File: config.mk
export PLATFORM = sky130hd
export DESIGN_NAME = mem_stage
export DESIGN_NICKNAME = d
export VERILOG_FILES = /design/src/hdl/mem_stage_pkg.sv /design/src/hdl/mem_op_decode.sv /design/src/hdl/mem_stage_ctrl.sv /design/src/hdl/load_align.sv /design/src/hdl/stage_regs.sv /design/src/hdl/mem_stage.sv
export VERILOG_INCLUDE_DIRS = /design/src /design/src/hdl
export SDC_FILE = /design/constraint.sdc
export NUM_CORES = 1
export LEC_CHECK = 0
export ABC_AREA = 1
export BUFFER_PORTS_ARGS = -buffer_cell sky130_fd_sc_hd__buf_2
export CAP_MARGIN = 20
export CORE_AREA = 3 3 336 338
export DETAILED_ROUTE_END_ITERATION = 16
export DIE_AREA = 0 0 339 341
export SLEW_MARGIN = 10
export SYNTH_ARGS = -nofsm -noshare
export SYNTH_HDL_FRONTEND = slang
export SYNTH_SLANG_ARGS = --single-unit
File: constraint.sdc
create_clock -name clk -period 3.45 [get_ports clk]
set_input_delay 0.1725 -clock clk [delete_from_list [all_inputs] [get_ports clk]]
set_output_delay 0.1725 -clock clk [all_outputs]
set_load 0.02 [all_outputs]
File: src/hdl/mem_stage_macros.svh
`ifndef MEM_STAGE_MACROS_SVH
`define MEM_STAGE_MACROS_SVH

// Register and data path width
`define MS_XLEN 64

// Destination register number width
`define MS_REGNO_W 5

// Opcode mnemonic, twelve ASCII characters
`define MS_NAME_W 96

// Byte offset inside one doubleword
`define MS_OFFS_W 3

`endif

File: src/hdl/mem_stage_pkg.sv
`include "mem_stage_macros.svh"

package mem_stage_pkg;

  // Memory operation decoded from the mnemonic
  typedef enum logic [3:0] {
    op_none = 4'd0,
    op_lb   = 4'd1,
    op_lbu  = 4'd2,
    op_lh   = 4'd3,
    op_lhu  = 4'd4,
    op_lw   = 4'd5,
    op_lwu  = 4'd6,
    op_ld   = 4'd7,
    op_sb   = 4'd8,
    op_sh   = 4'd9,
    op_sw   = 4'd10,
    op_sd   = 4'd11
  } mem_op_t;

  // Fields that travel with the instruction down the pipe
  typedef struct packed {
    logic [`MS_XLEN-1:0]    alu_result;   // Address for loads and stores
    logic [`MS_XLEN-1:0]    rs2_value;    // Store value
    logic [`MS_XLEN-1:0]    pc_target;
    logic [`MS_REGNO_W-1:0] rd_regno;
    logic                   load_bool;
    logic                   update_rd_bool;
    logic [`MS_NAME_W-1:0]  opcode_name;
  } inst_fields_t;

  // One doubleword seen as a whole or as its lanes
  typedef union packed {
    logic [`MS_XLEN-1:0] dword;
    logic [7:0][7:0]     bytes;
    logic [3:0][15:0]    halves;
    logic [1:0][31:0]    words;
  } mem_word_u;

endpackage

File: src/hdl/mem_op_decode.sv
`timescale 1ns/1ps
`include "mem_stage_macros.svh"

module mem_op_decode (
  input  logic [`MS_NAME_W-1:0] opcode_name,
  output mem_stage_pkg::mem_op_t op
);

  import mem_stage_pkg::*;

  // Mnemonics are right aligned ASCII, zero filled on the left
  always_comb begin
    case (opcode_name)
      "lb": begin
        op = op_lb;
      end
      "lbu": begin
        op = op_lbu;
      end
      "lh": begin
        op = op_lh;
      end
      "lhu": begin
        op = op_lhu;
      end
      "lw": begin
        op = op_lw;
      end
      "lwu": begin
        op = op_lwu;
      end
      "ld": begin
        op = op_ld;
      end
      "sb": begin
        op = op_sb;
      end
      "sh": begin
        op = op_sh;
      end
      "sw": begin
        op = op_sw;
      end
      "sd": begin
        op = op_sd;
      end
      default: begin
        op = op_none;  // ALU, branch, syscall and so on
      end
    endcase
  end

endmodule

File: src/hdl/mem_stage_ctrl.sv
`timescale 1ns/1ps

module mem_stage_ctrl (
  input  logic                   clk,
  input  logic                   reset,
  input  logic                   in_valid,
  input  logic                   syscall_flush,
  input  mem_stage_pkg::mem_op_t op,
  input  logic                   mem_ack,
  output logic                   mem_req,
  output logic                   ready,
  output logic                   advance
);

  import mem_stage_pkg::*;

  logic is_mem;
  logic waiting;         // Wait state, a request is outstanding
  logic cancel_pending;  // Flushed request whose ack may still come

  assign is_mem = (op != op_none);

  // Only from idle, and never in an ack cycle
  assign mem_req = in_valid && is_mem && !syscall_flush && !waiting && !mem_ack;

  // Memory ops complete only on their own ack
  assign ready = syscall_flush || !is_mem || (waiting && mem_ack);

  assign advance = in_valid && ready && !syscall_flush;

  always_ff @(posedge clk) begin
    if (reset) begin
      waiting <= 1'b0;
    end else if (syscall_flush) begin
      waiting <= 1'b0;  // Abandon the request
    end else if (mem_req) begin
      waiting <= 1'b1;
    end else if (waiting && mem_ack) begin
      waiting <= 1'b0;
    end
  end

  always_ff @(posedge clk) begin
    if (reset) begin
      cancel_pending <= 1'b0;
    end else if (waiting && syscall_flush && !mem_ack) begin
      cancel_pending <= 1'b1;
    end else if (mem_ack) begin
      cancel_pending <= 1'b0;
    end
  end

  a_no_req_in_wait: assert property (
    @(posedge clk) disable iff (reset) mem_req |=> waiting && !mem_req
  ) else $error("request did not move to wait as a single pulse");

  // Memory only answers requests, so an idle ack must be a cancelled one
  a_no_stray_ack: assert property (
    @(posedge clk) disable iff (reset) (mem_ack && !waiting) |-> cancel_pending
  ) else $error("mem_ack while idle without a cancelled request");

  a_flush_idle: assert property (
    @(posedge clk) disable iff (reset) syscall_flush |=> !waiting
  ) else $error("controller not idle after flush");

endmodule

File: src/hdl/load_align.sv
`timescale 1ns/1ps
`include "mem_stage_macros.svh"

module load_align (
  input  mem_stage_pkg::mem_op_t   op,
  input  logic [`MS_OFFS_W-1:0]    offset,
  input  mem_stage_pkg::mem_word_u rdata,
  output logic [`MS_XLEN-1:0]      load_value
);

  import mem_stage_pkg::*;

  logic [7:0]  sel_byte;
  logic [15:0] sel_half;
  logic [31:0] sel_word;

  // Low offset bits below the access size are ignored
  assign sel_byte = rdata.bytes[offset];
  assign sel_half = rdata.halves[offset[2:1]];
  assign sel_word = rdata.words[offset[2]];

  always_comb begin
    case (op)
      op_lb: begin
        load_value = {{(`MS_XLEN-8){sel_byte[7]}}, sel_byte};
      end
      op_lbu: begin
        load_value = {{(`MS_XLEN-8){1'b0}}, sel_byte};
      end
      op_lh: begin
        load_value = {{(`MS_XLEN-16){sel_half[15]}}, sel_half};
      end
      op_lhu: begin
        load_value = {{(`MS_XLEN-16){1'b0}}, sel_half};
      end
      op_lw: begin
        load_value = {{(`MS_XLEN-32){sel_word[31]}}, sel_word};
      end
      op_lwu: begin
        load_value = {{(`MS_XLEN-32){1'b0}}, sel_word};
      end
      op_ld: begin
        load_value = rdata.dword;
      end
      default: begin
        load_value = '0;  // Stores and non-memory ops
      end
    endcase
  end

  // Checked after the decode chain settles
  always_comb begin
    a_half_align: assert final (!(op inside {op_lh, op_lhu}) || (offset[0] == 1'b0))
      else $error("halfword load at odd offset %0d", offset);
    a_word_align: assert final (!(op inside {op_lw, op_lwu}) || (offset[1:0] == 2'b00))
      else $error("word load at unaligned offset %0d", offset);
  end

endmodule

File: src/hdl/stage_regs.sv
`timescale 1ns/1ps
`include "mem_stage_macros.svh"

module stage_regs (
  input  logic                        clk,
  input  logic                        reset,
  input  logic                        advance,
  input  logic                        syscall_flush,
  input  logic                        is_store,
  input  logic                        is_load,
  input  mem_stage_pkg::inst_fields_t inst,
  input  logic [`MS_XLEN-1:0]         load_value,
  input  logic [`MS_XLEN-1:0]         store_addr,
  output logic                        out_valid,
  output mem_stage_pkg::inst_fields_t out_inst,
  output logic [`MS_XLEN-1:0]         mdata,
  output logic [`MS_XLEN-1:0]         phy_addr
);

  always_ff @(posedge clk) begin
    if (reset || syscall_flush) begin
      out_valid <= 1'b0;
      out_inst  <= '0;
      mdata     <= '0;
      phy_addr  <= '0;
    end else if (advance) begin
      out_valid <= 1'b1;
      out_inst  <= inst;
      if (is_load) begin
        mdata <= load_value;
      end else begin
        mdata <= '0;
      end
      if (is_store) begin
        phy_addr <= store_addr;  // No translation, aligned VA
      end else begin
        phy_addr <= '0;
      end
    end else begin
      out_valid <= 1'b0;  // Bubble, payload held
    end
  end

endmodule

File: src/hdl/mem_stage.sv
`timescale 1ns/1ps
`include "mem_stage_macros.svh"

module mem_stage (
  input  logic                        clk,
  input  logic                        reset,
  input  logic                        in_valid,
  input  logic                        syscall_flush,
  input  mem_stage_pkg::inst_fields_t inst,
  output logic                        ready,
  output logic                        mem_req,
  output logic [`MS_XLEN-1:0]         mem_addr,
  output logic                        mem_is_store,
  input  logic                        mem_ack,
  input  logic [`MS_XLEN-1:0]         mem_rdata,
  output logic                        out_valid,
  output mem_stage_pkg::inst_fields_t out_inst,
  output logic [`MS_XLEN-1:0]         mdata,
  output logic [`MS_XLEN-1:0]         phy_addr
);

  import mem_stage_pkg::*;

  mem_op_t              op;
  logic                 advance;
  logic                 is_load;
  logic                 is_store;
  logic [`MS_XLEN-1:0]  load_value;

  assign is_load  = op inside {op_lb, op_lbu, op_lh, op_lhu, op_lw, op_lwu, op_ld};
  assign is_store = op inside {op_sb, op_sh, op_sw, op_sd};

  // Doubleword that holds the access
  assign mem_addr     = {inst.alu_result[`MS_XLEN-1:`MS_OFFS_W], {`MS_OFFS_W{1'b0}}};
  assign mem_is_store = is_store;

  mem_op_decode u_decode (
    .opcode_name (inst.opcode_name),
    .op          (op)
  );

  mem_stage_ctrl u_ctrl (
    .clk           (clk),
    .reset         (reset),
    .in_valid      (in_valid),
    .syscall_flush (syscall_flush),
    .op            (op),
    .mem_ack       (mem_ack),
    .mem_req       (mem_req),
    .ready         (ready),
    .advance       (advance)
  );

  load_align u_align (
    .op         (op),
    .offset     (inst.alu_result[`MS_OFFS_W-1:0]),
    .rdata      (mem_rdata),
    .load_value (load_value)
  );

  stage_regs u_regs (
    .clk           (clk),
    .reset         (reset),
    .advance       (advance),
    .syscall_flush (syscall_flush),
    .is_store      (is_store),
    .is_load       (is_load),
    .inst          (inst),
    .load_value    (load_value),
    .store_addr    (mem_addr),
    .out_valid     (out_valid),
    .out_inst      (out_inst),
    .mdata         (mdata),
    .phy_addr      (phy_addr)
  );

endmodule

# [Word-level counts from Yosys, hierarchy flattened]
# Cells that the tools add are included.
[op_classes] n_reduce_logical=19 eq_ne=22 order_cmp=3 muxes=13
[op_table] op="$eq 96x15->1 const B" count=8
[op_table] op="$pmux 64 s7" count=1
[op_table] op="$eq 96x23->1 const B" count=3
[op_table] op="$mux 64" count=2
[op_table] op="$mux 32" count=2
[op_table] op="$pmux 4 s11" count=1
[op_table] op="$bmux 16 s2" count=1
[op_table] op="$bmux 8 s3" count=1
[op_table] op="$eq 4x3->1 const B" count=4
[op_table] op="$eq 4x4->1 const B" count=4
[op_table] op="$mux 16" count=1
[op_table] op="$eq 4x2->1 const B" count=2
[op_table] op="$mux 8" count=1
[op_table] op="$reduce_bool 4->1" count=2
[op_table] op="$logic_and 1x1->1" count=7
[op_table] op="$reduce_bool 7->1" count=1
[op_table] op="$eq 4x1->1 const B" count=1
[op_table] op="$logic_not 1->1" count=4
[op_table] op="$lt 3x4->1 const B" count=1
[op_table] op="$logic_or 1x1->1" count=3
[op_table] op="$lt 2x3->1 const B" count=1
[op_table] op="$mux 1" count=3
[op_table] op="$lt 1x2->1 const B" count=1
[op_table] op="$reduce_bool 2->1" count=1
[op_table] op="$reduce_or 2->1" count=1
[word_totals] elab_cells=68 reg_bits=425 in_bits=364 output_inout_bits=491

# [Logic depth before layout (Yosys ltp)]
[depth] depth_word=9 ltp_mapped=17

# [Modules after synthesis]
# A second synthesis with hierarchy kept.
[hier_totals] hier_cells=2591 hier_area_um2=18517.8
[by_module_without_submodules] mod="stage_regs" cells_per_inst=1850 seq_area_each_um2=8488.1 area_per_inst_um2=14885.5 instances=1
[by_module_without_submodules] mod="load_align" cells_per_inst=460 seq_area_each_um2=0.0 area_per_inst_um2=2197.1 instances=1
[by_module_without_submodules] mod="mem_op_decode" cells_per_inst=193 seq_area_each_um2=0.0 area_per_inst_um2=840.8 instances=1
[by_module_without_submodules] mod="mem_stage" cells_per_inst=70 seq_area_each_um2=0.0 area_per_inst_um2=504.2 instances=1
[by_module_without_submodules] mod="mem_stage_ctrl" cells_per_inst=18 seq_area_each_um2=20.0 area_per_inst_um2=90.1 instances=1

# [Worst setup path before layout]
# OpenSTA, ideal clock, no wires.
[synth_path] kind="input to register" from="input port inst[30] (netlist bit)" to="register u_regs.out_inst[28] (netlist name)" path_slack_ns=1.527 n_path_buf=2 cell_stages=16 arrival_time_ns=1.808 setup_time_ns=0.116 required_ns=3.334 path_cell_list="nor2_1 > nand2_1 > nor2_4 > nand2_1 > nor2_1 > nor2_1 > nand2_1 > nand2_1 > nand3_2 > nand2_4 > nand2_8 > inv_4 > buf_2 > buf_2 > nor2_1 > nor2_1"
[synth_between] elab_chain_len=8
[synth_lines] element="start, declared" line="mem_stage.sv:9" text="input mem_stage_pkg::inst_fields_t inst,"
[synth_lines] element="$eq 96x15->1 / $eq 96x23->1 (equally long branches)" line="mem_op_decode.sv:13" text="case (opcode_name)"
[synth_lines] element="$pmux 4 s11 (*)" line="mem_op_decode.sv:13"
[synth_lines] element="$reduce_bool 4->1 (*)" line="mem_stage_ctrl.sv:21" text="assign is_mem = (op != op_none);"
[synth_lines] element="$logic_not 1->1 (*)" line="mem_stage_ctrl.sv:27" text="assign ready = syscall_flush || !is_mem || (waiting && mem_ack);"
[synth_lines] element="$logic_or 1x1->1 (*) (2 in series)" line="mem_stage_ctrl.sv:27"
[synth_lines] element="$logic_and 1x1->1 (*) (2 in series)" line="mem_stage_ctrl.sv:29" text="assign advance = in_valid && ready && !syscall_flush;"
# Mark *: on every way between the ends. The rest lies on a longest branch, timed or not.
# A chain may end at the register's enable or synchronous reset.

# [Final worst setup path]
[layout_path] from="input port inst[14] (netlist bit)" to="output port ready"
[layout_between] elab_chain_len=6
[layout_lines] element="$eq 96x15->1 / $eq 96x23->1 (equally long branches)" line="mem_op_decode.sv:13"
[layout_lines] element="$pmux 4 s11 (*)" line="mem_op_decode.sv:13"
[layout_lines] element="$reduce_bool 4->1 (*)" line="mem_stage_ctrl.sv:21"
[layout_lines] element="$logic_not 1->1 (*)" line="mem_stage_ctrl.sv:27"
[layout_lines] element="$logic_or 1x1->1 (*) (2 in series)" line="mem_stage_ctrl.sv:27"
[layout_lines] element="end, declared" line="mem_stage.sv:10" text="output logic ready,"
# Marks and branches as above.

==> impl_metrics.toml <==
[synthesis]
syn_area_um2 = 19700
yosysWarnings = 0
synth_top_area_share_pct = 42.88
ys_top_cells_by_area = "dfxtp_1 (43%), nor2_1 (14%), nand2_1 (8.8%)"
syn_inst = 2947
synth_top_area_cell = "dfxtp_1"
syn_area_per_cell_um2 = 6.686
seq_area_frac_synth_pct = 42.88
synth_cell_type_count = 29
synth-seq-cells = 422

[timing]
setup_ws_ns = 0.2020
fin_crit_sh_pct = 94.15
finalHoldViolations = 0
drv_slew = 0
worst_slew_pin_slew_ns = 1.281
rsz0062_at_grt = "no"
relSlewSlack_pct = 14.58
timing.fmax_mhz = 307.9
whs_ns = 0.02410
fin_crit_ns = 3.248
setup_violations = 0
skew_ns = 0.01646
finalSetupTns_ns = 0

[die]
pin_count = 855
num_rows = 122
design.core.area_um2 = 110400
die_h_um = 341
floorplan.initialDensity_pct = 17.85
die_w_um = 339
dieArea_um2 = 115600

[worst_setup_path]
crit_path_end = "ready"
path_class = "input pin to primary output"
slowest_stage = "dlygate4sd3_1"
critPathBufInv = 7
worst-path-max-fanout = 42
worst_r2r_path_depth = 7
path_depth = 15
critPathLaunch = "inst[14]"
path_common_cell = "nor2_1"
slowest_delay_ns = 0.52
r2r-start = "u_ctrl.waiting$_SDFFE_PP0P_"
path_cells = "dlygate4sd3_1, buf_2, inv_1, nor2_1, nand2_1, nor2_1, nand3_1, nor2_1, nand2_1, nand3_2, buf_12, nand2_8, buf_4, buf_16, buf_2"
start_kind = "input pin"
critPathRequiredTime_ns = 3.28
crit_family = "buffers and inverters"
worstPathArrival_ns = 3.08
reg2reg_to = "u_regs.out_inst[20]$_SDFFE_PP0P_"
reg2reg_slack_ns = 1.04
end_kind = "primary output"

[finish]
fin_cells = 5475
nNetsFinal = 4306
multi_input_area_um2 = 9146
final_util_pct = 27.24
final_layout_size_suffix_gt1_share_pct = 26.64
fin_area_um2 = 30070
area_growth_pct = 52.60
fillerInstances = 12020
regArea_um2 = 8448

[pwr]
pwr-share-clk_pct = 47.0
totalPowerFinal_mw = 12.86
power_frac_comb_pct = 13.9
ir_drop_uv = 310.9
switchingPower_mw = 3.489
seqPwrFrac_pct = 39.2
p_per_area_nw_per_um2 = 427.8
switching_share_pct = 27.13
leakage_nw = 14.02
internal-power_mw = 9.374

[routing]
antenna_left = 0
avgViaCountPerCell = 4.348
vias = 23806
drt_pass1_iterations = 6
drt_first_iter_violations = 1555
post_drt_wl_per_cell_um = 18.77
remaining_drc_errors = 0
finalWirelength_um = 102800

[clock_network]
clock_latency_ns = 0.61
cts-root-buf = "clkbuf_16"
cts_sinks = 422
clk_pin_slew_worst_paths_ns = 0.06
cts_buffer_depth = 3
numCtsBuffers = 51
cts_tree = "done"
cts_max_level = 2

[place]
place_area_um2 = 25260
gp_congestion = 0.9513
post-place-cells = 5087
hpwlAfterDp_um = 75780
dp_slack_ns = 0.2206
io_buffers = 848

[global_route]
antenna_found_initial = 8
overflow = 0
grt_pass1_vias = 22652
grt_start_max_net_pins = 235
grt_pass1_wl_um = 148800
grtUsageTotal_pct = 16.77

[status]
status = "finished, final reports clean"

[min_path]
hold_path_class = "input pin to flop"

[flow_run]
maxCapViolCount = 0
## per-layer routing
metal  vias to the layer above  GRT usage [%]  routed length, um
li1                      11428              -                  -
met3                       190          4.331               8612
met5                         -              0                 79
met2                      1066          27.09              46640
met1                     11110          21.14              42850
met4                        12          7.047               4597
## cells in the mapped netlist
| master | count |
|---|---|
| nor2_1 | 761 |
| nand2_1 | 462 |
| dfxtp_1 | 422 |
| nand3_1 | 232 |
| a21oi_1 | 200 |
| o21ai_0 | 181 |
| inv_1 | 153 |
| clkbuf_1 | 117 |
| nand4_1 | 114 |
| buf_4 | 95 |
| o21ai_1 | 90 |
| buf_2 | 59 |
| buf_1 | 17 |
| and2_1 | 9 |
| nor2_2 | 6 |
| buf_6 | 5 |
| inv_2 | 5 |
| nor2_4 | 4 |
| nand3_2 | 3 |
| nor3_1 | 2 |
| o21a_1 | 2 |
| a21oi_4 | 1 |
| clkinv_1 | 1 |
| conb_1 | 1 |
| inv_4 | 1 |
| mux2i_1 | 1 |
| nand2_2 | 1 |
| nand2_4 | 1 |
| nand2_8 | 1 |
## cell type report
class | instances | area share, %
multi-input combinational | 2077 | 30.42
sequential | 422 | 28.10
timing repair buffer | 1230 | 26.97
tap | 1488 | 6.192
clock buffer | 66 | 4.798
inverter | 160 | 2.056
clock inverter | 28 | 1.436
antenna | 4 | 0.03329
## cells by family after synthesis
family | after synthesis | synth area share (%)
other cells | 1 | 0.01903
flops | 422 | 42.88
simple gates | 1596 | 33.91
mux | 1 | 0.05081
compound gates | 474 | 12.12
buf+inv | 453 | 11.02
## sequential cells by signal, indices dropped and copies added (netlist names)
register          cells
u_regs.out_inst     295
u_regs.mdata         64
u_ctrl.waiting        1
u_regs.phy_addr      61
u_regs.out_valid      1
## placed cells by master, fill, tap and decap left out, types with 6 or more instances in the layout
| master | count |
|---|---|
| o21ai_0 | 181 |
| inv_1 | 153 |
| a21oi_1 | 200 |
| nand2_1 | 462 |
| bufinv_16 | 10 |
| nor2_4 | 8 |
| nand4_1 | 114 |
| buf_2 | 848 |
| nor2_2 | 8 |
| clkbuf_8 | 11 |
| and2_1 | 9 |
| nand3_1 | 232 |
| buf_4 | 73 |
| buf_12 | 19 |
| dlygate4sd3_1 | 288 |
| clkinv_2 | 7 |
| o21ai_1 | 90 |
| clkbuf_16 | 52 |
| clkinvlp_4 | 9 |
| dfxtp_1 | 422 |
| nor2_1 | 755 |
| conb_1 | 6 |
## power by group through the flow
stage	Clock [mW]	Combinational (mW)	Sequential [mW]
after floorplan	0	0.687	5.27
after global placement	0	1.50	5.14
after detailed placement	0	1.50	5.14
after CTS	6.25	1.78	5.03
after global routing	6.43	1.93	5.05
final	6.04	1.78	5.04
## worst min-delay path, stage by stage
cell	delay (ns)
buf_2	0.09
o21ai_1	0.20
nor2_1	0.13
## worst min path at each step
stage / start / slack [ns] / end / depth (start not counted)
final: inst[23] / 0.02 / u_regs.out_inst[23]$_SDFFE_PP0P_ / 3
after global routing: inst[25] / 0.03 / u_regs.out_inst[25]$_SDFFE_PP0P_ / 3
after CTS: inst[25] / 0.005 / u_regs.out_inst[25]$_SDFFE_PP0P_ / 3
after detailed placement: mem_ack / 0.38 / u_ctrl.waiting$_SDFFE_PP0P_ / 2
after global placement: mem_ack / 0.37 / u_ctrl.waiting$_SDFFE_PP0P_ / 2
after floorplan: reset / 0.24 / u_regs.out_valid$_SDFF_PP0_ / 1
## what timing repair did
action                                  CTS  global route
hold buffers                            288             0
resized for setup                         0             1
hold endpoints to repair                346             0
setup buffers                             0             1
endpoints found under the setup margin    0             2
Note: power is estimated with default switching activity, not from simulation.
